## config.mk

```make
export PLATFORM = sky130hd
export DESIGN_NAME = regFile
export DESIGN_NICKNAME = d
export VERILOG_FILES = /design/src/common/rvCorePkg.sv /design/src/decode/regFile.sv
export SDC_FILE = /design/constraint.sdc
export NUM_CORES = 1
export LEC_CHECK = 0
export BUFFER_PORTS_ARGS = -buffer_cell sky130_fd_sc_hd__buf_2
export CORE_AREA = 2 2 284 342
export DETAILED_ROUTE_END_ITERATION = 7
export DIE_AREA = 0 0 286 344
export HOLD_SLACK_MARGIN = 0.1
export PLACE_DENSITY = 0.72
export SLEW_MARGIN = 20
export SYNTH_ARGS = -nofsm -noshare
export SYNTH_HDL_FRONTEND = slang
export SYNTH_SLANG_ARGS = --single-unit
```

## constraint.sdc

```tcl
create_clock -name clk -period 5.05 [get_ports clk]
set_input_delay 0.505 -clock clk [delete_from_list [all_inputs] [get_ports clk]]
set_output_delay 0.505 -clock clk [all_outputs]
set_load 0.03 [all_outputs]
```

## src/common/rvCorePkg.sv

```systemverilog
package rvCorePkg;

    typedef logic [31:0] word_t;
    typedef logic [4:0]  regIndex_t;

    typedef enum logic [3:0] {
        AluAdd,
        AluSub,
        AluAnd,
        AluOr,
        AluXor,
        AluSlt,
        AluSll,
        AluSrl
    } aluOp_t;

    // Major opcodes of the supported subset
    localparam logic [6:0] OpReg    = 7'b0110011;
    localparam logic [6:0] OpImm    = 7'b0010011;
    localparam logic [6:0] OpLoad   = 7'b0000011;
    localparam logic [6:0] OpStore  = 7'b0100011;
    localparam logic [6:0] OpBranch = 7'b1100011;

    // Branch conditions in funct3
    localparam logic [2:0] F3Beq = 3'b000;
    localparam logic [2:0] F3Bne = 3'b001;
    localparam logic [2:0] F3Blt = 3'b100;
    localparam logic [2:0] F3Bge = 3'b101;

    typedef struct packed {
        logic [6:0] funct7;
        regIndex_t  rs2;
        regIndex_t  rs1;
        logic [2:0] funct3;
        regIndex_t  rd;
        logic [6:0] opcode;
    } rFormat_t;

    typedef struct packed {
        logic [11:0] imm12;
        regIndex_t   rs1;
        logic [2:0]  funct3;
        regIndex_t   rd;
        logic [6:0]  opcode;
    } iFormat_t;

    typedef struct packed {
        logic [6:0] immHi;
        regIndex_t  rs2;
        regIndex_t  rs1;
        logic [2:0] funct3;
        logic [4:0] immLo;
        logic [6:0] opcode;
    } sFormat_t;

    typedef struct packed {
        logic       immSign;  // imm[12]
        logic [5:0] immMid;   // imm[10:5]
        regIndex_t  rs2;
        regIndex_t  rs1;
        logic [2:0] funct3;
        logic [3:0] immLow;   // imm[4:1]
        logic       immBit11; // imm[11]
        logic [6:0] opcode;
    } bFormat_t;

    // One instruction word, four ways of reading it
    typedef union packed {
        rFormat_t r;
        iFormat_t i;
        sFormat_t s;
        bFormat_t b;
    } instrWord_t;

endpackage

```

## src/decode/regFile.sv

```systemverilog
`timescale 1ns/1ps

module regFile (
    input  logic                clk,
    input  logic                reset,
    input  rvCorePkg::regIndex_t rs1Addr,
    input  rvCorePkg::regIndex_t rs2Addr,
    input  logic                writeEnable,
    input  rvCorePkg::regIndex_t writeAddr,
    input  rvCorePkg::word_t     writeData,
    output rvCorePkg::word_t     rs1Val,
    output rvCorePkg::word_t     rs2Val
);
    import rvCorePkg::*;

    word_t regs [32];

    // Writes to x0 are dropped
    always_ff @(posedge clk) begin
        if (!reset && writeEnable && writeAddr != '0) begin
            regs[writeAddr] <= writeData;
        end
    end

    // x0 is hardwired to zero
    assign rs1Val = (rs1Addr == '0) ? '0 : regs[rs1Addr];
    assign rs2Val = (rs2Addr == '0) ? '0 : regs[rs2Addr];

endmodule

```

# --- After elaboration in Yosys (flattened, before gate mapping) ---
# Memory sizes are Yosys's and may differ from the RTL's.
# Index checks and enable logic that the tools add are counted.
totals:
  register_bits: 0
  ram_bits: 1024
  in_bits: 50
  out_inout_bits: 64
  word_cells: 11
  n_memories: 1
memory_table:
  columns: ["memory", "words", "width", "read_ports", "rd_ports_with_merged_regs", "wr", "line", "rtl"]
  rows:
  - ["regs", 32, 32, 2, 0, 1, "regFile.sv:16", "word_t regs [32];"]
classes:
  mux: 4
  reduce_logical: 6
op_table:
  columns: ["cell", "count"]
  rows:
  - ["$mux 32", 2]
  - ["$logic_not 5->1", 2]
  - ["$reduce_bool 5->1", 1]
  - ["$logic_and 1x1->1", 2]
  - ["$mux 1", 2]
  - ["$logic_not 1->1", 1]

# --- Depth between registers and ports, before layout ---
depth:
  depth_word: 5
  mapped_depth: 9
  depth_no_buf: 4

# --- Worst setup path before layout ---
# No wires, ideal clock.
synth_timing:
  path_type: "input to output"
  startpoint: "input port rs1Addr[2]"
  endpoint: "output port rs1Val[13]"
  arrival_ns: 2.511
  required_ns: 4.545
  path_slack_ns: 2.034
  stages: 6
  path_buffers: 3
  cell_sequence: "buf_2 buf_2 buf_1 mux2i_1 a22o_1 nor4_1"
synth_between:
  elab_chain_cells: 2
  word_cells_on_any_way: 3
  cone_classes: "mux: 1; reduce/logical: 1; memory: 1"
synth_lines:
  columns: ["item", "line", "rtl"]
  rows:
  - ["start, declared", "regFile.sv:6", "input rvCorePkg::regIndex_t rs1Addr,"]
  - ["$mem_v2 32x32 / $logic_not 5->1 (equally long branches)", null, null]
  - ["$mux 32 *", "regFile.sv:26", "assign rs1Val = (rs1Addr == '0) ? '0 : regs[rs1Addr];"]
  - ["end, declared", "regFile.sv:11", "output rvCorePkg::word_t rs1Val,"]
# Every way passes the cells marked *; elsewhere a longest branch is shown, timed or not.

# --- Worst setup path in the final report ---
layout_timing:
  startpoint: "input port rs2Addr[2]"
  endpoint: "output port rs2Val[23]"
layout_between:
  elab_chain_cells: 2
  word_cells_on_any_way: 3
  cone_classes: "mux: 1; reduce/logical: 1; memory: 1"
layout_lines:
  columns: ["item", "line", "rtl"]
  rows:
  - ["start, declared", "regFile.sv:7", "input rvCorePkg::regIndex_t rs2Addr,"]
  - ["$mem_v2 32x32 / $logic_not 5->1 (equally long branches)", null, null]
  - ["$mux 32 *", "regFile.sv:27", "assign rs2Val = (rs2Addr == '0) ? '0 : regs[rs2Addr];"]
  - ["end, declared", "regFile.sv:12", "output rvCorePkg::word_t rs2Val"]
# Marks and branches as above.

==> flow_summary.toml <==
[outcome]
outcome = "completed"

[power_and_ir_drop]
power_density_nw_per_um2 = 349
internal_power_mw = 14.3
power_switching_mw = 4.33
share_comb_of_total_power = 0.093
sw_frac_of_total = 0.233
p_leak_nw = 17.3
ir_worst_vdd_v = 0.000223
power.total_mw = 18.6
pwr-share-clk = 0.398
seq_power_share = 0.509

[synth]
async_reset_ff_frac = 0
ys.flop_type = "edfxtp_1"
netlist_area_um2 = 47200
ys_warn_count = 0
synth_seq_cells = 1024
synth_edf_count = 1024
syn_inst = 2369
seq_area_frac_synth = 0.651
avgSynthCellArea_um2 = 19.9
synthDistinctLibCells = 44

[drt]
ant_nets = 0
top_layer = "met5"
wl_mm = 143
wl_met1_mm = 49.4
drt_first_pass_iters = 5
route.met2.wl_mm = 68.1
vias = 27600
vias_per_cell = 7.12
drt_iter0_markers = 4145
wl_per_cell_um = 37.0
met3_wirelength_mm = 18.2
drc_errors = 0

[die]
die_x_um = 286
die_h_um = 344
core_um2 = 95000
start_util = 0.497
rows = 124
die-area_um2 = 98400
ioPinCount = 114

[finish]
num-nets-final = 2585
areaGrowthSynthToFinish_pct = 12.7
instances_no_fill = 3875
largest_register_ffs = 1024
top_regs = "regs: 1024 flops"
design_area_um2 = 53200
regMostFlops = "regs"
drive_above_1_share = 0.337

[global_routing]
track_usage = 0.292
grt_pass1_vias = 28000
grt_antenna_before_repair = 20
grt.overflow.total = 0
grt_pass1_wl_mm = 202
grt_max_degree = 78

[sta]
period_needed_ns = 3.99
hold_violations = 0
finalSetupViolCount = 0
finalCritPeriodShare = 0.790
slew_headroom = 0.210
tns_ns = 0
rsz0062_at_grt = "no"
maxSlewViolCount = 0
tightest_slew_ns = 1.18
clock.fmax_mhz = 251

[min_path]
hp-class = "input pin to flip-flop"
hold_depth = 1
min_from = "writeData[20]"
holdPathEnd = "regs[14][20]"

[clocking]
cts-buffers-inserted = 96
post-cts-setup-buffers = 0
cts_buffer_depth = 3
cts_resized = 0
clk_pin_slew_ns = 0.07
hold_buffers = 0
cts_tree = "yes"
clock-sinks = 1024
htree_levels = 3
root_buffer = "clkbuf_16"

[place]
port_buffers = 113
gp_congestion = 0.881
dpl_cell_area_um2 = 50000
place_hpwl_mm = 89.3
dp_cells = 3697

[setup_path]
cp-end-kind = "output port"
start_kind = "input pin"
path_max_fanout = 37
critical_path_class = "input pin to output port"
required_ns = 4.55
worstPathArrival_ns = 3.48

[flow_run]
cap_violations = 0
==> through the flow <==
step            util  hold WS (ns)  worst slack [ns]
2_1_floorplan      -         0.604              2.03
3_3_place_gp   0.527         0.977             0.934
3_5_place_dp   0.527          1.00              1.02
4_1_cts        0.560         0.289              1.02
5_1_grt        0.560         0.327             0.920
6_report       0.560         0.326              1.06
==> placed cells by master, fill, tap and decap left out, types with 27 or more instances in the layout <==
cell	instances
edfxtp_1	1024
mux4_2	418
mux2i_1	217
buf_2	106
clkbuf_16	97
buf_4	93
a22o_1	67
o22ai_1	59
a211oi_1	41
nor2_4	33
nor3_1	32
conb_1	32
o221ai_1	31
nor2_1	29
buf_12	29
inv_1	28
a221oi_1	27
==> logic make-up (layout without fill, tap and decap cells) <==
family | count (synthesis) | after routing | synth area share
flops | 1024 | 1024 | 0.651
mux | 666 | 666 | 0.254
simple gates | 143 | 143 | 0.0152
other cells | 1 | 36 | 0.0000794
compound gates | 311 | 311 | 0.0547
buf+inv | 224 | 435 | 0.0250
==> worst max path at each step <==
stage               start    endpoint  slack [ns]  depth (start not counted)
6_report       rs2Addr[2]  rs2Val[23]        1.06                          6
5_1_grt        rs2Addr[0]  rs2Val[15]        0.92                          7
4_1_cts        rs1Addr[1]   rs1Val[7]        1.02                          7
3_5_place_dp   rs1Addr[1]   rs1Val[7]        1.02                          7
3_3_place_gp   rs1Addr[1]   rs1Val[5]        0.93                          7
2_1_floorplan  rs1Addr[2]  rs1Val[13]        2.03                          6
==> layer usage <==
| layer | GRT usage | vias up |
|---|---|---|
| met2 | 0.464 | 2078 |
| met5 | 0 | - |
| li1 | - | 10700 |
| met3 | 0.0858 | 420 |
| met4 | 0.139 | 22 |
| met1 | 0.371 | 14400 |
==> critical path, cell delays in order <==
cell and delay [ns]:
buf_6 0.18, or3b_2 1.00, o22ai_1 0.33, a2111oi_0 0.11
nor3_1 0.90, buf_2 0.35
==> power groups by stage <==
stage	registers [mW]	clock network [mW]	logic (mW)
5_1_grt	9.46	7.76	1.80
6_report	9.46	7.39	1.74
3_3_place_gp	9.63	0	1.68
3_5_place_dp	9.64	0	1.71
4_1_cts	9.46	7.44	1.72
2_1_floorplan	9.63	0	1.07
==> cell usage after synthesis, types with 27 or more instances <==
| cell type | instances | area, µm² |
|---|---|---|
| nor3_1 | 32 | 160 |
| clkbuf_1 | 80 | 300 |
| a211oi_1 | 41 | 308 |
| buf_4 | 31 | 233 |
| mux4_2 | 418 | 9410 |
| buf_2 | 50 | 250 |
| mux2i_1 | 217 | 2170 |
| o22ai_1 | 59 | 369 |
| nor2_1 | 62 | 233 |
| inv_1 | 28 | 105 |
| o221ai_1 | 31 | 272 |
| edfxtp_1 | 1024 | 30700 |
| a22o_1 | 67 | 587 |
| a221oi_1 | 27 | 236 |
==> final cells by class <==
cell class                      instances  area [µm²]
Multi-Input combinational cell       1152       15700
Inverter                               28         105
Antenna cell                            4        10.0
Timing Repair Buffer                  233        1880
Clock buffer                          109        2470
Tap cell                             1260        1580
Clock inverter                         65         701
Sequential cell                      1024       30700
Fill cell                            7027       41700
Power figures use the tool's default switching activity.
