`src/common/rvCorePkg.sv`:
```
package rvCorePkg;

    typedef logic [31:0] word_t;
    typedef logic [4:0]  regIndex_t;

    typedef enum logic [3:0] {
        AluAdd,
        AluSub,
        AluAnd,
        AluOr,
        AluXor,
        AluSlt,
        AluSll,
        AluSrl
    } aluOp_t;

    // Major opcodes of the supported subset
    localparam logic [6:0] OpReg    = 7'b0110011;
    localparam logic [6:0] OpImm    = 7'b0010011;
    localparam logic [6:0] OpLoad   = 7'b0000011;
    localparam logic [6:0] OpStore  = 7'b0100011;
    localparam logic [6:0] OpBranch = 7'b1100011;

    // Branch conditions in funct3
    localparam logic [2:0] F3Beq = 3'b000;
    localparam logic [2:0] F3Bne = 3'b001;
    localparam logic [2:0] F3Blt = 3'b100;
    localparam logic [2:0] F3Bge = 3'b101;

    typedef struct packed {
        logic [6:0] funct7;
        regIndex_t  rs2;
        regIndex_t  rs1;
        logic [2:0] funct3;
        regIndex_t  rd;
        logic [6:0] opcode;
    } rFormat_t;

    typedef struct packed {
        logic [11:0] imm12;
        regIndex_t   rs1;
        logic [2:0]  funct3;
        regIndex_t   rd;
        logic [6:0]  opcode;
    } iFormat_t;

    typedef struct packed {
        logic [6:0] immHi;
        regIndex_t  rs2;
        regIndex_t  rs1;
        logic [2:0] funct3;
        logic [4:0] immLo;
        logic [6:0] opcode;
    } sFormat_t;

    typedef struct packed {
        logic       immSign;  // imm[12]
        logic [5:0] immMid;   // imm[10:5]
        regIndex_t  rs2;
        regIndex_t  rs1;
        logic [2:0] funct3;
        logic [3:0] immLow;   // imm[4:1]
        logic       immBit11; // imm[11]
        logic [6:0] opcode;
    } bFormat_t;

    // One instruction word, four ways of reading it
    typedef union packed {
        rFormat_t r;
        iFormat_t i;
        sFormat_t s;
        bFormat_t b;
    } instrWord_t;

endpackage

```
`src/execute/alu.sv`:
```
`timescale 1ns/1ps

module alu (
    input  rvCorePkg::aluOp_t aluOp,
    input  rvCorePkg::word_t  opA,
    input  rvCorePkg::word_t  opB,
    output rvCorePkg::word_t  result
);
    import rvCorePkg::*;

    logic [4:0] shamt;

    assign shamt = opB[4:0]; // Only the low five bits shift

    always_comb begin
        case (aluOp)
            AluAdd:  result = opA + opB;
            AluSub:  result = opA - opB;
            AluAnd:  result = opA & opB;
            AluOr:   result = opA | opB;
            AluXor:  result = opA ^ opB;
            AluSlt:  result = {31'b0, $signed(opA) < $signed(opB)};
            AluSll:  result = opA << shamt;
            AluSrl:  result = opA >> shamt;
            default: result = '0;
        endcase
    end

endmodule

```
`src/execute/executeStage.sv`:
```
`timescale 1ns/1ps

module executeStage (
    input  logic                 clk,
    input  logic                 reset,
    input  logic                 dValid,
    input  logic                 dIllegal,
    input  rvCorePkg::aluOp_t     dAluOp,
    input  logic                 dAluSrc,
    input  logic                 dBranch,
    input  logic [2:0]           dFunct3,
    input  logic                 dMemRead,
    input  logic                 dMemWrite,
    input  logic                 dRegWrite,
    input  rvCorePkg::regIndex_t  dRd,
    input  rvCorePkg::word_t      dRs1Val,
    input  rvCorePkg::word_t      dRs2Val,
    input  rvCorePkg::word_t      dImm,
    input  rvCorePkg::word_t      dPc,
    output logic                 fwdExecValid,
    output rvCorePkg::regIndex_t  fwdExecAddr,
    output rvCorePkg::word_t      fwdExecData,
    output logic                 eValid,
    output logic                 eIllegal,
    output logic                 eRegWrite,
    output logic                 eMemRead,
    output logic                 eMemWrite,
    output rvCorePkg::regIndex_t  eRd,
    output rvCorePkg::word_t      eAluResult,
    output rvCorePkg::word_t      eStoreData,
    output logic                 eBranch,
    output logic                 eTaken,
    output rvCorePkg::word_t      eTarget
);
    import rvCorePkg::*;

    word_t opB, aluResult;
    logic  isEqual, isLess, taken;

    assign opB = dAluSrc ? dImm : dRs2Val;

    alu aluInst (
        .aluOp  (dAluOp),
        .opA    (dRs1Val),
        .opB    (opB),
        .result (aluResult)
    );

    // Branches run the ALU as a subtract
    assign isEqual = (aluResult == '0);
    assign isLess  = $signed(dRs1Val) < $signed(dRs2Val);

    always_comb begin
        case (dFunct3)
            F3Beq:   taken = isEqual;
            F3Bne:   taken = !isEqual;
            F3Blt:   taken = isLess;
            F3Bge:   taken = !isLess;
            default: taken = 1'b0;
        endcase
    end

    // Load data is not ready until the result stage
    assign fwdExecValid = dRegWrite & ~dMemRead;
    assign fwdExecAddr  = dRd;
    assign fwdExecData  = aluResult;

    always_ff @(posedge clk) begin
        if (reset) begin
            eValid    <= 1'b0;
            eIllegal  <= 1'b0;
            eRegWrite <= 1'b0;
            eMemRead  <= 1'b0;
            eMemWrite <= 1'b0;
            eBranch   <= 1'b0;
            eTaken    <= 1'b0;
        end else begin
            eValid    <= dValid;
            eIllegal  <= dIllegal;
            eRegWrite <= dRegWrite;
            eMemRead  <= dMemRead;
            eMemWrite <= dMemWrite;
            eBranch   <= dBranch;
            eTaken    <= dBranch & taken;
        end
    end

    always_ff @(posedge clk) begin
        eRd        <= dRd;
        eAluResult <= aluResult; // Also the memory address
        eStoreData <= dRs2Val;
        eTarget    <= dPc + dImm;
    end

endmodule

```
`config.mk`:
```
export PLATFORM = sky130hd
export DESIGN_NAME = executeStage
export DESIGN_NICKNAME = d
export VERILOG_FILES = /design/src/common/rvCorePkg.sv /design/src/execute/alu.sv /design/src/execute/executeStage.sv
export SDC_FILE = /design/constraint.sdc
export NUM_CORES = 1
export LEC_CHECK = 0
export BUFFER_PORTS_ARGS = -buffer_cell sky130_fd_sc_hd__buf_2
export CORE_UTILIZATION = 55
export CTS_CLUSTER_SIZE = 8
export DETAILED_ROUTE_END_ITERATION = 7
export PLACE_DENSITY = 0.8
export SYNTH_ARGS = -nofsm -noshare
export SYNTH_HDL_FRONTEND = slang
export SYNTH_SLANG_ARGS = --single-unit
export TNS_END_PERCENT = 10
```
`constraint.sdc`:
```
create_clock -name clk -period 11.7 [get_ports clk]
set_clock_uncertainty 0.1 [all_clocks]
set_input_delay 1.17 -clock clk [delete_from_list [all_inputs] [get_ports clk]]
set_output_delay 1.17 -clock clk [all_outputs]
set_load 0.01 [all_outputs]
```
# --- Yosys cells after proc, flatten, opt, wreduce, memory -nomap -nowiden ---
# Index checks and enable logic that the tools add are counted.
# W data, S select, Z words.
classes:
  n_shift: 2
  magnitude_cmp: 2
  mul: 0
  reduce_logical: 5
  addsub: 3
  bitwise_logic: 6
  div: 0
  muxes: 3
  n_eq_ne: 10
ops:
  columns: ["operator", "count"]
  rows:
  - ["$pmux W32 S8", 1]
  - ["$add A32 B32 Y32", 2]
  - ["$lt A32 B32 Y1", 2]
  - ["$and A32 B32 Y32", 1]
  - ["$logic_not A32 Y1", 1]
  - ["$mux W32", 1]
  - ["$or A32 B32 Y32", 1]
  - ["$shl A32 B5 Y32", 1]
  - ["$shr A32 B5 Y32", 1]
  - ["$sub A32 B32 Y32", 1]
  - ["$xor A32 B32 Y32", 1]
  - ["$eq A4 B3 Y1 const B", 4]
  - ["$eq A4 B2 Y1 const B", 2]
  - ["$eq A3 B3 Y1 const B", 2]
  - ["$eq A4 B1 Y1 const B", 1]
  - ["$logic_not A4 Y1", 1]
  - ["$pmux W1 S4", 1]
  - ["$eq A3 B1 Y1 const B", 1]
  - ["$logic_not A3 Y1", 1]
  - ["$and A1 B1 Y1", 2]
  - ["$logic_not A1 Y1", 2]
  - ["$not A1 Y1", 1]
word_totals:
  mem_bits_ro: 0
  out_inout_bits: 146
  ff_bits: 108
  ram_bits: 0
  latchBits: 0
  wordCells: 42
  input_bits: 149
  n_memories: 0

# --- Logic depth before layout (Yosys ltp) ---
logic_depth:
  ltp_word: 7
  depth_mapped: 21
  ltp_nobuf: 18

# --- Cells and area by module ---
# Synthesis repeated with hierarchy kept, for this count alone.
hier_totals:
  hier_cells: 1759
  hier_area_um2: 13010.0
modules_own_cells:
  columns: ["module", "instances", "cells_each", "seq_area_each_um2", "area_each_um2"]
  rows:
  - ["alu", 1, 1208, 0.0, 7890.1]
  - ["executeStage", 1, 551, 2162.1, 5119.9]

# --- Worst setup path after synthesis ---
# OpenSTA, ideal clock, no wires.
synth_path:
  kind: "input-to-output"
  start: "in dAluSrc"
  end: "out fwdExecData[28]"
  n_path_buf: 6
  path_slack_ns: 5.112
  cell_stages: 17
  arrival_ns: 5.318
  t_required_ns: 10.430
  cell_sequence: "buf_6 -> mux2i_4 -> buf_2 -> buf_2 -> buf_2 -> buf_1 -> ha_1 -> clkbuf_1 -> or2_2 -> a221oi_1 -> o311a_1 -> a211oi_1 -> o31ai_1 -> a311o_1 -> a211o_1 -> nand3_1 -> o21ai_0"
synth_via:
  elab_chain_cells: 3
  elab_cells_between_ends: 9
  classes_between: "add/sub: 2; shift: 2; mux: 2; bitwise: 3"
synth_lines:
  columns: ["item", "line_no", "text"]
  rows:
  - ["start, declared", "executeStage.sv:9", "input logic dAluSrc,"]
  - ["$mux W32 *", "executeStage.sv:40", "assign opB = dAluSrc ? dImm : dRs2Val;"]
  - ["$sub A32 B32 Y32 (tied with other cells)", "alu.sv:18", "AluSub: result = opA - opB;"]
  - ["$pmux W32 S8 *", "alu.sv:16", "case (aluOp)"]
  - ["end, declared", "executeStage.sv:22", "output rvCorePkg::word_t fwdExecData,"]
# Mark *: on every way between the ends. The rest lies on a longest branch, timed or not.

# --- Worst setup path in the final report ---
# Same ends and word-level chain as after synthesis.

==> summary.json <==
{
  "ys_seq_elements": 108,
  "timing.hold.worst_path_depth": 1,
  "power.density_nw_per_um2": 102,
  "numPortBuffers": 294,
  "yosysTopAreaCellShare_pct": 15.9,
  "synth_flop_cell": "sky130_fd_sc_hd__dfxtp_1",
  "synth.largest_area_cell": "sky130_fd_sc_hd__ha_1",
  "crit_chain": "buf_2, buf_4, mux2i_4, buf_4, inv_2, fa_1, or2_2, a221oi_1, o311a_1, a211oi_1, o31ai_1, a311o_1, a211o_1, nand3_1, o21ai_0, buf_2",
  "worst_setup_hold_path_clk_slew_ps": 100,
  "core.rowCount": 58,
  "finish.net_count": 2317,
  "layout.cells.most_common_list": "294 x sky130_fd_sc_hd__buf_2, 179 x sky130_fd_sc_hd__ha_1, 137 x sky130_fd_sc_hd__inv_1",
  "htree_levels": 3,
  "drc": 20,
  "tightest_slew_ps": 1290,
  "min_period_ps": 8200,
  "hold_critical_path_endpoint": "eStoreData[5]",
  "synth_nets": 2100,
  "post_synth.cell_area_avg_um2": 7.95,
  "finalSetupViolations": 0,
  "crit_family": "compound AO/OA/AOI/OAI gates",
  "period_share_pct": 70.0,
  "number_of_warnings_issued_by_yosys": 0,
  "globalRoute.totalOverflow": 0,
  "required_ps": 10430,
  "worst-path-max-fanout": 59,
  "cts.sinks": 108,
  "worst_hold_path_type": "input port to flip-flop",
  "critPathArrivalTime_ps": 6930,
  "grt_max_degree": 60,
  "hp-start": "dRs2Val[5]",
  "route.final.wire_length_um": 59100,
  "die-height_um": 162,
  "clk_root_buffer_cell": "sky130_fd_sc_hd__clkbuf_16",
  "fp.coreArea_um2": 25100,
  "cts_tree": "done",
  "fillers": 2207,
  "max_cap_violations": 0,
  "die-area_um2": 26200,
  "drt-vias-per-instance": 6.86,
  "max_freq_ghz": 0.122,
  "worst_case_clock_buffer_depth": 2,
  "routedWlPerCell_um": 25.5,
  "drive_gt1_share_pct": 20.4,
  "i_o_pin_cnt": 295,
  "number_of_synthesized_flops_with_an_enable_pin": 0,
  "cts_inserted_buffers": 9,
  "critical_path_depth": 16,
  "violations": "design-rule violations",
  "antenna_found_initial": 3,
  "dr.pass1.iters": 8,
  "synthArstFlopShare_pct": 0,
  "critical_path.endpoint_type": "output pin",
  "route.antenna.remaining_nets": 0,
  "layout-area-overhead-vs-synth_pct": 13.4,
  "groute.usage.overall_pct": 43.9,
  "worst-path-buf-inv": 5,
  "initial_utilization_pct": 56.0,
  "place.gp.congestion": 1.06,
  "multi_input_comb_area_um2": 10900,
  "setup-tns-final_ps": 0,
  "final_hold_viol_count": 0,
  "cts.repair.resized": 0,
  "crit_path_start_kind": "input port",
  "synth.yosys.seq_area_share_pct": 15.4,
  "drt-initial-drc-count": 2169,
  "timing.critical_path.slowest_cell_delay_ps": 920,
  "grt_pass1_vias": 14600,
  "finalHoldWorstSlack_ps": 788,
  "outcome": "finished, violations left",
  "dr_total_vias": 15900,
  "max_slew_margin_pct": 11.8,
  "syn_inst_count": 1769,
  "yosys-top-cells-area": "sky130_fd_sc_hd__ha_1 16%, sky130_fd_sc_hd__dfxtp_1 15%, sky130_fd_sc_hd__mux4_2 7.2%",
  "final_max_slew_viol_count": 0,
  "synthesized_cell_area_um2": 14100,
  "worst_ir_drop_vdd_uv": 86.4,
  "cts-hold-fix-buffers": 0,
  "layout.cells.most_common": "sky130_fd_sc_hd__buf_2",
  "grt_setup_unrepaired": "false",
  "synth.lib_cells_used.distinct": 85,
  "critical_path.slowest_cell": "sky130_fd_sc_hd__o31ai_1",
  "grt_pass1_wl_um": 87500,
  "power.static_leakage_nw": 7.61,
  "area.sequential_um2": 2160,
  "place.detailed.hpwl_um": 46100,
  "critical_path_start_end_classification": "input port to output pin",
  "number_of_post_cts_setup_repair_buffers": 0,
  "die_w_um": 162
}
==> sequential cells by signal, summed over array words and instances, names as in the netlist <==
register    count
eMemWrite       1
eMemRead        1
eIllegal        1
eAluResult     32
eBranch         1
eStoreData     32
eTarget        32
eRegWrite       1
eTaken          1
eRd             5
eValid          1
==> routing by layer <==
metal | global-route usage [%] | vias up | share of wire [%]
met5 | 0 | - | 0.039
met4 | 16.8 | 4 | 4.1
met3 | 12.7 | 182 | 14
met2 | 64.7 | 1210 | 42
met1 | 60.0 | 7522 | 40
li1 | - | 7021 | -
==> cells in the mapped netlist, types with 7 or more instances <==
cell and number:
sky130_fd_sc_hd__a211o_1 14, sky130_fd_sc_hd__a211oi_1 24, sky130_fd_sc_hd__a21boi_0 7, sky130_fd_sc_hd__a21o_1 42, sky130_fd_sc_hd__a21oi_1 118, sky130_fd_sc_hd__a221o_1 9
sky130_fd_sc_hd__a221oi_1 11, sky130_fd_sc_hd__a22oi_1 28, sky130_fd_sc_hd__a311oi_1 8, sky130_fd_sc_hd__a31oi_1 24, sky130_fd_sc_hd__and2_1 7, sky130_fd_sc_hd__and3_1 13
sky130_fd_sc_hd__buf_1 9, sky130_fd_sc_hd__buf_2 17, sky130_fd_sc_hd__clkbuf_1 71, sky130_fd_sc_hd__dfxtp_1 108, sky130_fd_sc_hd__ha_1 179, sky130_fd_sc_hd__inv_1 137
sky130_fd_sc_hd__mux2i_1 67, sky130_fd_sc_hd__mux4_2 45, sky130_fd_sc_hd__nand2_1 135, sky130_fd_sc_hd__nand2b_1 16, sky130_fd_sc_hd__nand3_1 30, sky130_fd_sc_hd__nand4_1 19
sky130_fd_sc_hd__nor2_1 135, sky130_fd_sc_hd__nor2b_1 22, sky130_fd_sc_hd__nor3_1 45, sky130_fd_sc_hd__nor4_1 14, sky130_fd_sc_hd__o211ai_1 25, sky130_fd_sc_hd__o21a_1 41
sky130_fd_sc_hd__o21ai_0 79, sky130_fd_sc_hd__o21bai_1 14, sky130_fd_sc_hd__o221ai_1 20, sky130_fd_sc_hd__o22ai_1 21, sky130_fd_sc_hd__o31ai_1 9, sky130_fd_sc_hd__or2_2 12
sky130_fd_sc_hd__or3_1 14, sky130_fd_sc_hd__or4_1 8, sky130_fd_sc_hd__xnor2_1 32, sky130_fd_sc_hd__xor2_1 9
==> stage by stage <==
stage / setup WS (ps) / instance area, µm² / utilization, % / std cells / total power, mW
final: 3500 / 15900 / 63.5 / 2322 / 1.63
after global routing: 3240 / 15900 / 63.5 / 2321 / 1.69
after CTS: 3670 / 15900 / 63.5 / 2321 / 1.59
after floorplan: 5110 / 14100 / - / 1769 / 0.963
after global placement: 3760 / 15600 / 62.3 / 2305 / 1.24
after detailed placement: 3710 / 15600 / 62.3 / 2305 / 1.26
==> area by class of cell <==
| cell class | instances | share of cell area [%] |
|---|---|---|
| Multi-Input combinational cell | 1414 | 68.5 |
| Sequential cell | 108 | 13.6 |
| Timing Repair Buffer | 312 | 10.1 |
| Inverter | 141 | 3.35 |
| Tap cell | 330 | 2.59 |
| Clock buffer | 11 | 1.58 |
| Clock inverter | 5 | 0.330 |
| Antenna cell | 1 | 0.0157 |
==> report_power, final <==
part,internal (mW),switching (mW)
Clock,0.162,0.182
Sequential,0.418,0.0115
Combinational,0.313,0.540
Total,0.894,0.734
==> worst max path at each step <==
stage / start / endpoint / slack [ps]
global route: dAluSrc / fwdExecData[30] / 3240
global placement: dAluSrc / fwdExecData[30] / 3760
finish: dAluSrc / fwdExecData[28] / 3500
detailed placement: dAluSrc / fwdExecData[30] / 3710
CTS: dAluSrc / fwdExecData[28] / 3670
floorplan: dAluSrc / fwdExecData[28] / 5110
==> kinds of logic (layout without fill, tap and decap cells) <==
kind of cell             count (synthesis)  in the layout  share of synthesized area, %
AO/OA/AOI/OAI                          562            562                          27.6
XOR/XNOR                                41             41                          2.55
other                                    0              1                             0
flip-flops                             108            108                          15.4
buffers and inverters                  247            469                          7.10
multiplexers                           119            119                          12.9
adder cells (fa/ha/maj)                182            182                          16.4
AND/OR/NAND/NOR                        510            510                          18.1
No activity file was read; power rests on OpenSTA's default activity.
