`config.mk`:
```
export PLATFORM = sky130hd
export DESIGN_NAME = decoder
export DESIGN_NICKNAME = d
export VERILOG_FILES = /design/src/common/rvCorePkg.sv /design/src/decode/decoder.sv
export SDC_FILE = /design/constraint.sdc
export NUM_CORES = 1
export LEC_CHECK = 0
export BUFFER_PORTS_ARGS = -buffer_cell sky130_fd_sc_hd__buf_2
export CORE_AREA = 3 3 139 141
export DETAILED_ROUTE_END_ITERATION = 10
export DIE_AREA = 0 0 142 144
export PLACE_DENSITY_LB_ADDON = 0.12
export SYNTH_ARGS = -nofsm -noshare
export SYNTH_HDL_FRONTEND = slang
export SYNTH_SLANG_ARGS = --single-unit
```
`constraint.sdc`:
```
create_clock -name clk -period 4.4 [get_ports clk]
set_input_delay 1.1 -clock clk [delete_from_list [all_inputs] [get_ports clk]]
set_output_delay 1.1 -clock clk [all_outputs]
set_load 0.02 [all_outputs]
```
`src/common/rvCorePkg.sv`:
```
package rvCorePkg;

    typedef logic [31:0] word_t;
    typedef logic [4:0]  regIndex_t;

    typedef enum logic [3:0] {
        AluAdd,
        AluSub,
        AluAnd,
        AluOr,
        AluXor,
        AluSlt,
        AluSll,
        AluSrl
    } aluOp_t;

    // Major opcodes of the supported subset
    localparam logic [6:0] OpReg    = 7'b0110011;
    localparam logic [6:0] OpImm    = 7'b0010011;
    localparam logic [6:0] OpLoad   = 7'b0000011;
    localparam logic [6:0] OpStore  = 7'b0100011;
    localparam logic [6:0] OpBranch = 7'b1100011;

    // Branch conditions in funct3
    localparam logic [2:0] F3Beq = 3'b000;
    localparam logic [2:0] F3Bne = 3'b001;
    localparam logic [2:0] F3Blt = 3'b100;
    localparam logic [2:0] F3Bge = 3'b101;

    typedef struct packed {
        logic [6:0] funct7;
        regIndex_t  rs2;
        regIndex_t  rs1;
        logic [2:0] funct3;
        regIndex_t  rd;
        logic [6:0] opcode;
    } rFormat_t;

    typedef struct packed {
        logic [11:0] imm12;
        regIndex_t   rs1;
        logic [2:0]  funct3;
        regIndex_t   rd;
        logic [6:0]  opcode;
    } iFormat_t;

    typedef struct packed {
        logic [6:0] immHi;
        regIndex_t  rs2;
        regIndex_t  rs1;
        logic [2:0] funct3;
        logic [4:0] immLo;
        logic [6:0] opcode;
    } sFormat_t;

    typedef struct packed {
        logic       immSign;  // imm[12]
        logic [5:0] immMid;   // imm[10:5]
        regIndex_t  rs2;
        regIndex_t  rs1;
        logic [2:0] funct3;
        logic [3:0] immLow;   // imm[4:1]
        logic       immBit11; // imm[11]
        logic [6:0] opcode;
    } bFormat_t;

    // One instruction word, four ways of reading it
    typedef union packed {
        rFormat_t r;
        iFormat_t i;
        sFormat_t s;
        bFormat_t b;
    } instrWord_t;

endpackage

```
`src/decode/decoder.sv`:
```
`timescale 1ns/1ps

module decoder (
    input  logic                 clk,
    input  logic                 reset,
    input  logic                 instrValid,
    input  rvCorePkg::instrWord_t instr,
    input  rvCorePkg::word_t      pc,
    input  rvCorePkg::word_t      rs1Val,
    input  rvCorePkg::word_t      rs2Val,
    input  logic                 fwdExecValid,
    input  rvCorePkg::regIndex_t  fwdExecAddr,
    input  rvCorePkg::word_t      fwdExecData,
    input  logic                 fwdWbValid,
    input  rvCorePkg::regIndex_t  fwdWbAddr,
    input  rvCorePkg::word_t      fwdWbData,
    output rvCorePkg::regIndex_t  rs1Addr,
    output rvCorePkg::regIndex_t  rs2Addr,
    output logic                 dValid,
    output logic                 dIllegal,
    output rvCorePkg::aluOp_t     dAluOp,
    output logic                 dAluSrc,
    output logic                 dBranch,
    output logic [2:0]           dFunct3,
    output logic                 dMemRead,
    output logic                 dMemWrite,
    output logic                 dRegWrite,
    output rvCorePkg::regIndex_t  dRd,
    output rvCorePkg::word_t      dRs1Val,
    output rvCorePkg::word_t      dRs2Val,
    output rvCorePkg::word_t      dImm,
    output rvCorePkg::word_t      dPc
);
    import rvCorePkg::*;

    logic   illegal, aluSrc, branch, memRead, memWrite, regWrite;
    aluOp_t aluOp;
    word_t  imm;
    word_t  rs1Fwd, rs2Fwd;

    assign rs1Addr = instr.r.rs1;
    assign rs2Addr = instr.r.rs2;

    always_comb begin
        illegal  = 1'b1; // Cleared by each legal encoding
        aluOp    = AluAdd;
        aluSrc   = 1'b0;
        branch   = 1'b0;
        memRead  = 1'b0;
        memWrite = 1'b0;
        regWrite = 1'b0;
        imm      = {{20{instr.i.imm12[11]}}, instr.i.imm12};
        case (instr.r.opcode)
            OpReg: begin
                illegal  = 1'b0;
                regWrite = 1'b1;
                case ({instr.r.funct7, instr.r.funct3})
                    10'b0000000_000: aluOp = AluAdd;
                    10'b0100000_000: aluOp = AluSub;
                    10'b0000000_111: aluOp = AluAnd;
                    10'b0000000_110: aluOp = AluOr;
                    10'b0000000_100: aluOp = AluXor;
                    10'b0000000_010: aluOp = AluSlt;
                    10'b0000000_001: aluOp = AluSll;
                    10'b0000000_101: aluOp = AluSrl;
                    default: begin
                        illegal  = 1'b1;
                        regWrite = 1'b0;
                    end
                endcase
            end
            OpImm: begin
                illegal  = 1'b0;
                regWrite = 1'b1;
                aluSrc   = 1'b1;
                case (instr.i.funct3)
                    3'b000:  aluOp = AluAdd;
                    3'b111:  aluOp = AluAnd;
                    3'b110:  aluOp = AluOr;
                    3'b100:  aluOp = AluXor;
                    3'b010:  aluOp = AluSlt;
                    default: begin
                        illegal  = 1'b1;
                        regWrite = 1'b0;
                    end
                endcase
            end
            OpLoad: begin
                if (instr.i.funct3 == 3'b010) begin // lw only
                    illegal  = 1'b0;
                    aluSrc   = 1'b1;
                    memRead  = 1'b1;
                    regWrite = 1'b1;
                end
            end
            OpStore: begin
                imm = {{20{instr.s.immHi[6]}}, instr.s.immHi, instr.s.immLo};
                if (instr.s.funct3 == 3'b010) begin // sw only
                    illegal  = 1'b0;
                    aluSrc   = 1'b1;
                    memWrite = 1'b1;
                end
            end
            OpBranch: begin
                imm = {{19{instr.b.immSign}}, instr.b.immSign, instr.b.immBit11,
                       instr.b.immMid, instr.b.immLow, 1'b0};
                aluOp = AluSub; // Zero result flags equality
                if (instr.b.funct3 inside {F3Beq, F3Bne, F3Blt, F3Bge}) begin
                    illegal = 1'b0;
                    branch  = 1'b1;
                end
            end
            default: ;
        endcase
    end

    // Newest producer wins, x0 always comes from the register file
    assign rs1Fwd = (rs1Addr == '0) ? rs1Val :
                    (fwdExecValid && fwdExecAddr == rs1Addr) ? fwdExecData :
                    (fwdWbValid && fwdWbAddr == rs1Addr) ? fwdWbData : rs1Val;
    assign rs2Fwd = (rs2Addr == '0) ? rs2Val :
                    (fwdExecValid && fwdExecAddr == rs2Addr) ? fwdExecData :
                    (fwdWbValid && fwdWbAddr == rs2Addr) ? fwdWbData : rs2Val;

    always_ff @(posedge clk) begin
        if (reset) begin
            dValid    <= 1'b0;
            dIllegal  <= 1'b0;
            dBranch   <= 1'b0;
            dMemRead  <= 1'b0;
            dMemWrite <= 1'b0;
            dRegWrite <= 1'b0;
        end else begin
            dValid    <= instrValid;
            dIllegal  <= instrValid & illegal;
            dBranch   <= instrValid & branch;
            dMemRead  <= instrValid & memRead;
            dMemWrite <= instrValid & memWrite;
            dRegWrite <= instrValid & regWrite;
        end
    end

    always_ff @(posedge clk) begin
        dAluOp  <= aluOp;
        dAluSrc <= aluSrc;
        dFunct3 <= instr.r.funct3;
        dRd     <= instr.r.rd;
        dRs1Val <= rs1Fwd;
        dRs2Val <= rs2Fwd;
        dImm    <= imm;
        dPc     <= pc;
    end

endmodule

```
-- Word level (Yosys, flattened, before mapping)
Index checks and enable logic that the tools add are counted.
- register bits after elaboration: 128
- bits in latches: 0
- RAM bits: 0
- memory bits (read-only): 0
- bits of input ports: 207
- output and inout port bits: 157
- memories: 0
- $add $sub $neg: 0
- $mul: 0
- divide/modulo/power cells: 0
- magnitude comparators: 0
- eq/ne operators: 22
- shift operators: 0
- mux-type cells: 24
- bitwise operators: 5
- reduce and logical (&&, ||, !) cells: 12
- operators by type and width (operator ; count):
    2-to-1 mux 32 bit ; 6
    equality test 10 x 3 -> 1 bit (second input constant) ; 4
    case mux 12 bit (2 select lines) ; 1
    case mux 3 bit (7 select lines) ; 1
    equality test 5 bit ; 4
    equality test 7 x 6 -> 1 bit (second input constant) ; 2
    equality test 3 bit (second input constant) ; 4
    case mux 3 bit (4 select lines) ; 1
    2-to-1 mux 1 bit ; 11
    equality test 10 x 1 -> 1 bit (second input constant) ; 1
    equality test 10 x 2 -> 1 bit (second input constant) ; 1
    equality test 10 x 9 -> 1 bit (second input constant) ; 1
    zero test 10 bit ; 1
    zero test 5 bit ; 2
    case mux 3 bit (3 select lines) ; 1
    OR reduction 8 bit ; 1
    equality test 7 x 2 -> 1 bit (second input constant) ; 1
    equality test 7 x 5 -> 1 bit (second input constant) ; 1
    equality test 7 bit (second input constant) ; 1
    bitwise AND 1 bit ; 5
    OR reduction 5 bit ; 1
    logical AND 1 bit ; 4
    case mux 1 bit (4 select lines) ; 1
    nonzero test 4 bit ; 1
    other kinds (6) ; 6

-- Logic depth before layout (Yosys ltp)
Gate-level depths: netlist of the first run.
- depth in word-level cells: 5
- depth in mapped cells: 7
- depth with buffers taken out: 5

-- Worst setup path before layout of the first run
Ideal clock, no wire load.
- path type: input-to-reg
- start point: input port fwdWbAddr[2]
- end point: register dRs1Val[0]
- library setup time: 0.132 ns
- arrival: 2.290 ns
- slack: 1.978 ns
- cell stages on the path: 6
- path buffers: 1
- path through: xor2_1 -> nor4_1 -> o311ai_2 -> clkbuf_1 -> o22ai_1 -> a2bb2oi_2
- cells in the longest elaborated chain, start to end: 5
- RTL lines (what ; RTL line ; source):
    start: declaration ; decoder.sv:15 ; input rvCorePkg::regIndex_t fwdWbAddr,
    equality test 5 bit ; decoder.sv:120 ; (fwdWbValid && fwdWbAddr == rs1Addr) ? fwdWbData : rs1Val;
    logical AND 1 bit ; decoder.sv:120 ;
    2-to-1 mux 32 bit ; decoder.sv:120 ;
    2-to-1 mux 32 bit ; decoder.sv:119 ; (fwdExecValid && fwdExecAddr == rs1Addr) ? fwdExecData :
    2-to-1 mux 32 bit ; decoder.sv:118 ; assign rs1Fwd = (rs1Addr == '0) ? rs1Val :
    named net rs1Fwd[0] ; decoder.sv:39 ; word_t rs1Fwd, rs2Fwd;
    end signal: assignment ; decoder.sv:148 ; dRs1Val <= rs1Fwd;
    end: declaration ; decoder.sv:29 ; output rvCorePkg::word_t dRs1Val,
The timed path passes the listed nets, and every way through them passes these cells.
A chain may end at the register's enable or synchronous reset.

-- Worst setup path after layout of the first run
- start point: input port fwdExecAddr[2]
- end point: register dRs1Val[6]
- cells in the longest elaborated chain, start to end: 4
- RTL lines (what ; RTL line ; source):
    start: declaration ; decoder.sv:12 ; input rvCorePkg::regIndex_t fwdExecAddr,
    equality test 5 bit ; decoder.sv:119 ;
    logical AND 1 bit ; decoder.sv:119 ;
    2-to-1 mux 32 bit ; decoder.sv:119 ;
    2-to-1 mux 32 bit ; decoder.sv:118 ;
    named net rs1Fwd[6] ; decoder.sv:39 ;
The timed path passes the listed nets, and every way through them passes these cells.

==> results.md, run 1 <==
- Global-route wire length before repair: 25.4 mm
- Tightest Hold Check Type: in2reg
- Initial core utilization: about a quarter
- Total gr overflow: 0
- Via-to-Cell Ratio: ~4.6
- Nets: roughly 950
- Post-DR wirelength/cell: roughly 18 µm
- Worst-path clk slew: roughly 60 ps
- # hold bufs at CTS: 0
- CP Launch Type: input port
- Seq cells post-synth: 127
- Number of remaining DRC errors: 0
- Share of cells above drive strength 1: about three fifths
- Crit path required time: about 4700 ps
- ANT cells: 0
- Syn Nets: around 630
- Crit path max fanout: 33
- # H-tree levels: 4
- Total die area: between 0.02 and 0.025 mm²
- Post-CTS resize count: 0
- Commonest non-fill, non-tap cell in the layout: buf_2
- Synth-to-Final Area Change: 48.8%
- Core region area: ~0.018 mm²
- Number of CTS-inserted buffers: 17
- Max Cap Viol: 0
- Cell area after synthesis: around 0.0048 mm²
- Initial antenna violation count: 0
- CP Data Arrival Time: approximately 3300 ps
- Tcrit/Tclk final: between 60% and 70%
- Final setup violating endpoints: 0
- Fin crit period: just under 3000 ps
- Pwr Total: about 3.1 mW
- Total GRT Usage: 16.2%
- PD cells: roughly 430 mW/mm²
- Die Width: between 100 and 150 µm
- CP Class: in2reg
- Headroom to the max-slew limit: between 30 and 40%
- Max VDD drop: ~0.26 mV
- Post-synth EDFFs: 0
- Final hold vios: 0
- RSZ-0062 raised after global routing: false
- Mean Syn Cell Area: 11.5 µm²
- Pin count of the biggest net entering global routing: 34
- Gpl congestion: about 0.84
- # Post-CTS Setup Buffers: 0
- Mapped Cells: about 420
- Prevailing post-synth register cell: dfxtp_1
- CTS sink count: about 130
- Fin. max-slew vios: 0
- Leak pwr: approximately 3.4 nW
- Most frequent cells in the layout: buf_2 (362), dfxtp_1 (127), o22ai_1 (65), a2bb2oi_2 (33), a2bb2oi_1 (29)
- Asr flop ratio synth: 0%
- Number of global-route vias before repair: roughly 4500
- Setup TNS: 0 ps
- Sequential fraction of the synthesis area: roughly 53%
- Initial DRT Pass Iterations: 4
- Status: finished clean
- Crit end category: flop
- Clock root cell: clkbuf_16
- Fillers: about 1900
- DRT iter0 DRCs: 182
- Worst slew pin tran: slightly below 1000 ps
- Clock tree buffer depth: 2
- Port-buffer cells: 362
- DR vias: approximately 4500
- Final WL: between 15 and 20 mm
- Post-DP HPWL: roughly 14 mm
- # rows: 49
- Final ANT Viol Nets: 0
- Synth cell types: about 40
- Synthesis Warnings: 0
- CTS tree: built
- Die Y: 144 µm
- IO Pins: ~360
- Fmax: 0.337 GHz
## logic make-up (layout without fill, tap and decap cells)
logic type | after synthesis | after routing | synth area share, %
AOI/OAI and AO/OA | 151 | 151 | 28.2
DFF | 127 | 127 | 52.8
buffers and inverters | 65 | 405 | 8.52
and+or+nand+nor | 48 | 48 | 5.20
xor gates and xnor gates | 21 | 21 | 3.82
muxes | 6 | 6 | 1.38
other | 1 | 1 | 0.0779
## power by group
group	internal (mW)	switching, mW	total (mW)
logic	0.199	0.264	0.463
clock network	0.801	0.561	1.36
registers	1.22	0.0189	1.24
## synthesized netlist by cell type (5+ instances only)
cell type	number	area, µm²
a21oi_1	6	30.0
a2bb2oi_1	29	254
a2bb2oi_2	33	495
buf_4	30	225
buf_6	7	78.8
clkbuf_1	21	78.8
dfxtp_1	127	2540
mux2_2	5	56.3
nand2_1	11	41.3
nor2_1	9	33.8
nor3_1	6	30.0
o21ai_0	5	25.0
o22ai_1	65	407
xnor2_1	11	96.3
xor2_1	10	87.6
## routing by layer
| metal | routed length, µm | part of all wire [%] | global-route usage, % |
|---|---|---|---|
| met2 | 9160 | 51 | 28.3 |
| met5 | 0 | 0 | 0 |
| met4 | 358 | 2.0 | 6.31 |
| met3 | 1370 | 7.7 | 4.73 |
| met1 | 7010 | 39 | 18.8 |
## metrics by stage
stage               worst slack [ps]  hold slack, ps  area, µm²  utilization, %  std cells
floorplan                       1980            1130       4820               -        419
detailed placement              1030            1200       6600            36.5        956
finish                          1430             779       7170            39.6        988
global route                    1260             758       7170            39.6        988
CTS                             1460             758       7170            39.6        988
global placement                1100            1200       6600            36.5        956
## flip-flops by register name, indices dropped and copies added, names as in the netlist
signal	cells
dPc	32
dRs1Val	32
dRs2Val	32
dImm	13
dRd	5
dAluOp	3
dFunct3	3
dAluSrc	1
dBranch	1
dIllegal	1
dMemRead	1
dMemWrite	1
dRegWrite	1
dValid	1
## worst max-delay path, stage by stage
cell	delay [ps]
buf_2	120
xnor2_1	180
nand4_1	190
or3_1	350
buf_4	260
a21boi_4	580
buf_4	330
a2bb2oi_1	180
## worst paths after layout
kind	startpoint	endpoint	slack [ps]	depth (start not counted)
min	pc[26]	dPc[26]$_DFF_P_	780	1
max	fwdExecAddr[2]	dRs1Val[6]$_DFF_P_	1430	8
## layout make-up
| class | instances | area [µm²] | share of cell area (%) |
|---|---|---|---|
| Timing Repair Buffer | 370 | 1870 | 26.1 |
| Multi-Input combinational cell | 227 | 1890 | 26.3 |
| Clock buffer | 18 | 439 | 6.13 |
| Inverter | 3 | 11.3 | 0.157 |
| Clock inverter | 14 | 129 | 1.80 |
| Sequential cell | 127 | 2540 | 35.5 |
| Tap cell | 229 | 287 | 4.00 |
Note: power is estimated with default switching activity, not from simulation.
==> run 2, diff against run 1 <==
==> constraint.sdc (replaced) <==
create_clock -name clk -period 3.1 [get_ports clk]
set_input_delay 0.775 -clock clk [delete_from_list [all_inputs] [get_ports clk]]
set_output_delay 0.775 -clock clk [all_outputs]
set_load 0.02 [all_outputs]
==> run 2 against run 1 <==
  * Clock power is 44% higher
  * Global-route usage is 0.071 points lower
  * Hold slack worse by 320 ps
  * Largest cell class unchanged
  * Critical path depth is 1 lower
  * Non-clock buffer count is 1 higher
  * Utilization is 0.28 points higher
  * First-iteration DRC count is 25% lower
  * Count of clock-buffer cells in the layout is 1 higher
  * Via count is 0.40% higher
  * Die area stayed put
  * Cell count is 0.30% higher
==> results.md, run 2 (same netlist as run 1, synthesis figures left out) <==
- DRT iter0 DRCs: 137
- Final ANT Viol Nets: 0
- Post-CTS resize count: 0
- Hold depth: 1
- Final hold vios: 0
- Global-route wire length before repair: 25.6 mm
- # rows: 49
- PD cells: between 600 and 700 mW/mm²
- CP Data Arrival Time: 2690 ps
- Status: finished clean
- Leak pwr: approximately 3.4 nW
- Share of cells above drive strength 1: between 50 and 60%
- Worst-path clk slew: roughly 60 ps
- Placed Instance Area: around 0.0066 mm²
- Crit end category: flop
- Crit path required time: between 3000 and 4000 ps
- CTS sink count: between 100 and 150
- CP Class: in2reg
- DR vias: around 4500
- Nets: around 950
- Number of remaining DRC errors: 0
- Crit path max fanout: 23
- Final WS setup: 750 ps
- Initial core utilization: about a quarter
- Clock root cell: clkbuf_16
- Setup TNS: 0 ps
- Place WS: 349 ps
- Top flop regs: dPc x32, dRs1Val x32, dRs2Val x32
- Core region area: between 0.015 and 0.02 mm²
- Total GRT Usage: 16.2%
- Port-buffer cells: about 360
- # Post-CTS Setup Buffers: 0
- Final WL: 17.6 mm
- # H-tree levels: 4
- Non-filler cells, final: approximately 990
- CP Launch Type: input port
- Fmax: between 0.4 and 0.5 GHz
- Headroom to the max-slew limit: between 50% and 60%
- Number of global-route vias before repair: roughly 4600
- Tightest Hold Check Type: in2reg
- Max VDD drop: 0.342 mV
- Worst setup startpoint: fwdWbAddr[2]
- Pin count of the biggest net entering global routing: 33
- # hold bufs at CTS: 0
- Clock tree buffer depth: 2
- Post-DP HPWL: ~14 mm
- Via-to-Cell Ratio: around 4.6
- CTS tree: built
- RSZ-0062 raised after global routing: false
- Total die area: 0.0204 mm²
- Fillers: 1839
- Initial antenna violation count: 1
- Final setup violating endpoints: 0
- Tcrit/Tclk final: 75.8%
- Worst slew pin tran: approximately 720 ps
- Synth-to-Final Area Change: 49.8%
- Total gr overflow: 0
- Placed cells: ~960
- Fin crit period: ~2400 ps
- Gpl congestion: between 0.8 and 0.9
- Fin. max-slew vios: 0
- Max Cap Viol: 0
- Die Width: roughly 140 µm
- Post-DR wirelength/cell: 17.8 µm
- Initial DRT Pass Iterations: 4
- Number of CTS-inserted buffers: 17
- CP endpoint: dRs1Val[3]$_DFF_P_
- Design area: between 0.007 and 0.008 mm²
- Most frequent cells in the layout: buf_2 (362), dfxtp_1 (127), o22ai_1 (65), a2bb2oi_2 (33), a2bb2oi_1 (29)
- Commonest non-fill, non-tap cell in the layout: buf_2
- Die Y: between 100 and 150 µm
- IO Pins: about 360
## run 2: changes by cell type in the layout (fill, tap and decap cells not counted), sizes merged
| cell | before | now |
|---|---|---|
| buf | 370 | 371 |
| bufinv | 1 | 2 |
| clkbuf | 18 | 19 |
| clkinv | 5 | 6 |
| clkinvlp | 2 | 3 |
| diode | 0 | 2 |
| inv | 9 | 5 |
## run 2: report_power, final
| part | switching, mW | total [mW] | internal (mW) |
|---|---|---|---|
| Combinational | 0.372 | 0.657 | 0.285 |
| Sequential | 0.0263 | 1.76 | 1.74 |
| Clock | 0.757 | 1.96 | 1.20 |
| Total | 1.16 | 4.38 | 3.23 |
## run 2: how the worst min path moves through the flow
stage | end | from | slack [ps]
after floorplan | dFunct3[0]$_DFF_P_ | instr[12] | 800
after global placement | dPc[3]$_DFF_P_ | pc[3] | 880
after detailed placement | dPc[5]$_DFF_P_ | pc[5] | 880
after CTS | dPc[5]$_DFF_P_ | pc[5] | 430
after global routing | dPc[5]$_DFF_P_ | pc[5] | 430
final | dPc[23]$_DFF_P_ | pc[23] | 460
## run 2: final cells by class
| class | instances | area, µm² | area share (%) |
|---|---|---|---|
| antenna | 2 | 5.00 | 0.0694 |
| clock buffer | 19 | 443 | 6.14 |
| clock inverter | 13 | 138 | 1.91 |
| inverter | 3 | 11.3 | 0.156 |
| multi-input combinational | 227 | 1890 | 26.1 |
| sequential | 127 | 2540 | 35.2 |
| tap | 229 | 287 | 3.97 |
| timing repair buffer | 371 | 1900 | 26.4 |
## run 2: stage by stage
step	power (mW)	hold WS, ps	utilization, %
after global placement	2.46	877	36.7
after detailed placement	2.46	879	36.7
after global routing	4.56	429	39.9
after CTS	4.44	431	39.9
after floorplan	2.17	803	-
final	4.38	456	39.9
## run 2: metal layers
| layer | up-vias | global-route usage, % | part of all wire, % |
|---|---|---|---|
| met5 | - | 0 | 0 |
| met4 | 0 | 5.76 | 1.6 |
| met3 | 18 | 5.32 | 7.3 |
| met2 | 215 | 28.2 | 52 |
| met1 | 2117 | 18.5 | 39 |
| li1 | 2197 | - | - |
## run 2: critical path: stages
cell and delay [ps]:
buf_2 110, xor2_1 150, nor4_1 650, nand2_1 200, a21boi_4 380, buf_12 230, a2bb2oi_1 170
==> run 3, diff against run 2 <==
==> constraint.sdc (replaced) <==
create_clock -name clk -period 2.2 [get_ports clk]
set_input_delay 0.55 -clock clk [delete_from_list [all_inputs] [get_ports clk]]
set_output_delay 0.55 -clock clk [all_outputs]
set_load 0.02 [all_outputs]
==> run 3 against run 2 <==
  * Critical path depth down 6
  * First-iteration DRC count up 25%
  * Clock power up 33%
  * Sequential cell count unchanged
  * Hold slack worse by 220 ps
  * Total power up 38%
  * Utilization up 0.62 points
  * Combinational power up 45%
  * Sequential power up 41%
  * Die area unchanged
  * Via count up 1.9%
  * Cell count up 1.2%
  * Largest cell class unchanged
==> results.md, run 3 (same netlist as run 1, synthesis figures left out) <==
- Design area: between 0.007 and 0.008 mm²
- Tcrit/Tclk final: a little under nine tenths
- Number of remaining DRC errors: 0
- Total die area: 0.0204 mm²
- Final setup violating endpoints: 0
- GRT met2 Usage: between 20 and 30%
- Post-CTS resize count: 0
- Layer with the highest usage: met2
- Number of global-route vias before repair: between 4000 and 5000
- Headroom to the max-slew limit: 64.4%
- Core region area: around 0.018 mm²
- Commonest non-fill, non-tap cell in the layout: buf_2
- Max VDD drop: 0.492 mV
- Number of CTS-inserted buffers: 17
- CTS tree: built
- Crit-path slowest cell: dfxtp_1
- Post-DR wirelength/cell: about 18 µm
- Final WL: around 18 mm
- Die Y: between 100 and 150 µm
- CP top delay family: flip-flops
- RSZ-0062 raised after global routing: false
- Initial antenna violation count: 0
- Total GRT Usage: between 15 and 20%
- CP Launch Type: flop
- Gpl congestion: roughly 0.81
- Total gr overflow: 0
- Placed Instance Area: approximately 0.0068 mm²
- Fin crit period: 1880 ps
- # rows: roughly 50
- Leak pwr: between 3 and 4 nW
- Via-to-Cell Ratio: about 4.6
- Share of cells above drive strength 1: approximately three fifths
- CTS sink count: around 130
- Crit path required time: approximately 1700 ps
- Crit end category: output port
- Clock tree buffer depth: 2
- Largest stage delay, worst path: about 650 ps
- Fin. max-slew vios: 0
- CP Class: reg2out
- DRT iter0 DRCs: between 150 and 200
- Top flop regs: dPc x32, dRs1Val x32, dRs2Val x32
- Crit path cell chain: buf_2
- Crit path max fanout: 20
- Die Width: between 100 and 150 µm
- Global routing met1 resource utilization: between 15 and 20%
- Pin count of the biggest net entering global routing: 33
- Final WS setup: about 320 ps
- Nets: 967
- # Post-CTS Setup Buffers: 0
- IO Pins: 364
- Synth-to-Final Area Change: 52.2%
- Worst-path clk slew: around 60 ps
- Post-DP HPWL: about 14 mm
- CP Buf/Inv Count: 1
- Tightest Hold Check Type: in2reg
- CP Data Arrival Time: 1330 ps
- Clock root cell: clkbuf_16
- Worst slew pin tran: between 500 and 600 ps
- DR vias: around 4600
- Most frequent cells in the layout: buf_2 (362), dfxtp_1 (127), o22ai_1 (65), a2bb2oi_2 (33), a2bb2oi_1 (29)
- Status: finished clean
- Initial DRT Pass Iterations: 4
- PD cells: around 820 mW/mm²
- Global routing usage on met3: roughly 5.2%
- Global-route wire length before repair: roughly 27 mm
- Max Cap Viol: 0
- Final ANT Viol Nets: 0
- Port-buffer cells: 362
- Final hold vios: 0
- # H-tree levels: 4
- Initial core utilization: roughly a quarter
- Place WS: -23.2 ps
- Fmax: between 0.5 and 0.6 GHz
- # hold bufs at CTS: 0
==> run 3: cell type report <==
type,instances,area (µm²)
Fill cell,1814,10800
Sequential cell,127,2540
Timing Repair Buffer,384,2050
Multi-Input combinational cell,227,1890
Clock buffer,18,439
Tap cell,229,287
Clock inverter,14,109
Inverter,3,11.3
Antenna cell,1,2.50
==> run 3: path summary, 6_finish.rpt <==
kind	end	startpoint	depth (start not counted)	slack, ps
setup / recovery	dImm[18]	dImm[12]$_DFF_P_	1	320
hold / removal	dPc[23]$_DFF_P_	pc[23]	1	230
==> run 3: power by group <==
part	leakage (nW)	switching, mW	internal, mW	total, mW
Sequential	1.07	0.0378	2.45	2.48
Clock	0.261	1.11	1.49	2.60
Combinational	2.17	0.533	0.417	0.950
Total	3.50	1.68	4.35	6.03
==> run 3: per-layer routing <==
layer	wire, µm	vias up
met3	1560	26
li1	-	2230
met5	0	-
met4	320	0
met2	9350	235
met1	6880	2141
==> run 3: through the flow <==
| stage | instances | util, % | total power, mW | setup TNS [ps] | hold WS, ps |
|---|---|---|---|---|---|
| 3_5_place_dp | 970 | 37.5 | 3.49 | -105 | 654 |
| 2_1_floorplan | 419 | - | 3.05 | 0 | 578 |
| 3_3_place_gp | 970 | 37.5 | 3.49 | -40.8 | 653 |
| 5_1_grt | 1002 | 40.5 | 6.29 | 0 | 210 |
| 4_1_cts | 1002 | 40.5 | 6.13 | 0 | 207 |
| 6_report | 1003 | 40.5 | 6.03 | 0 | 234 |
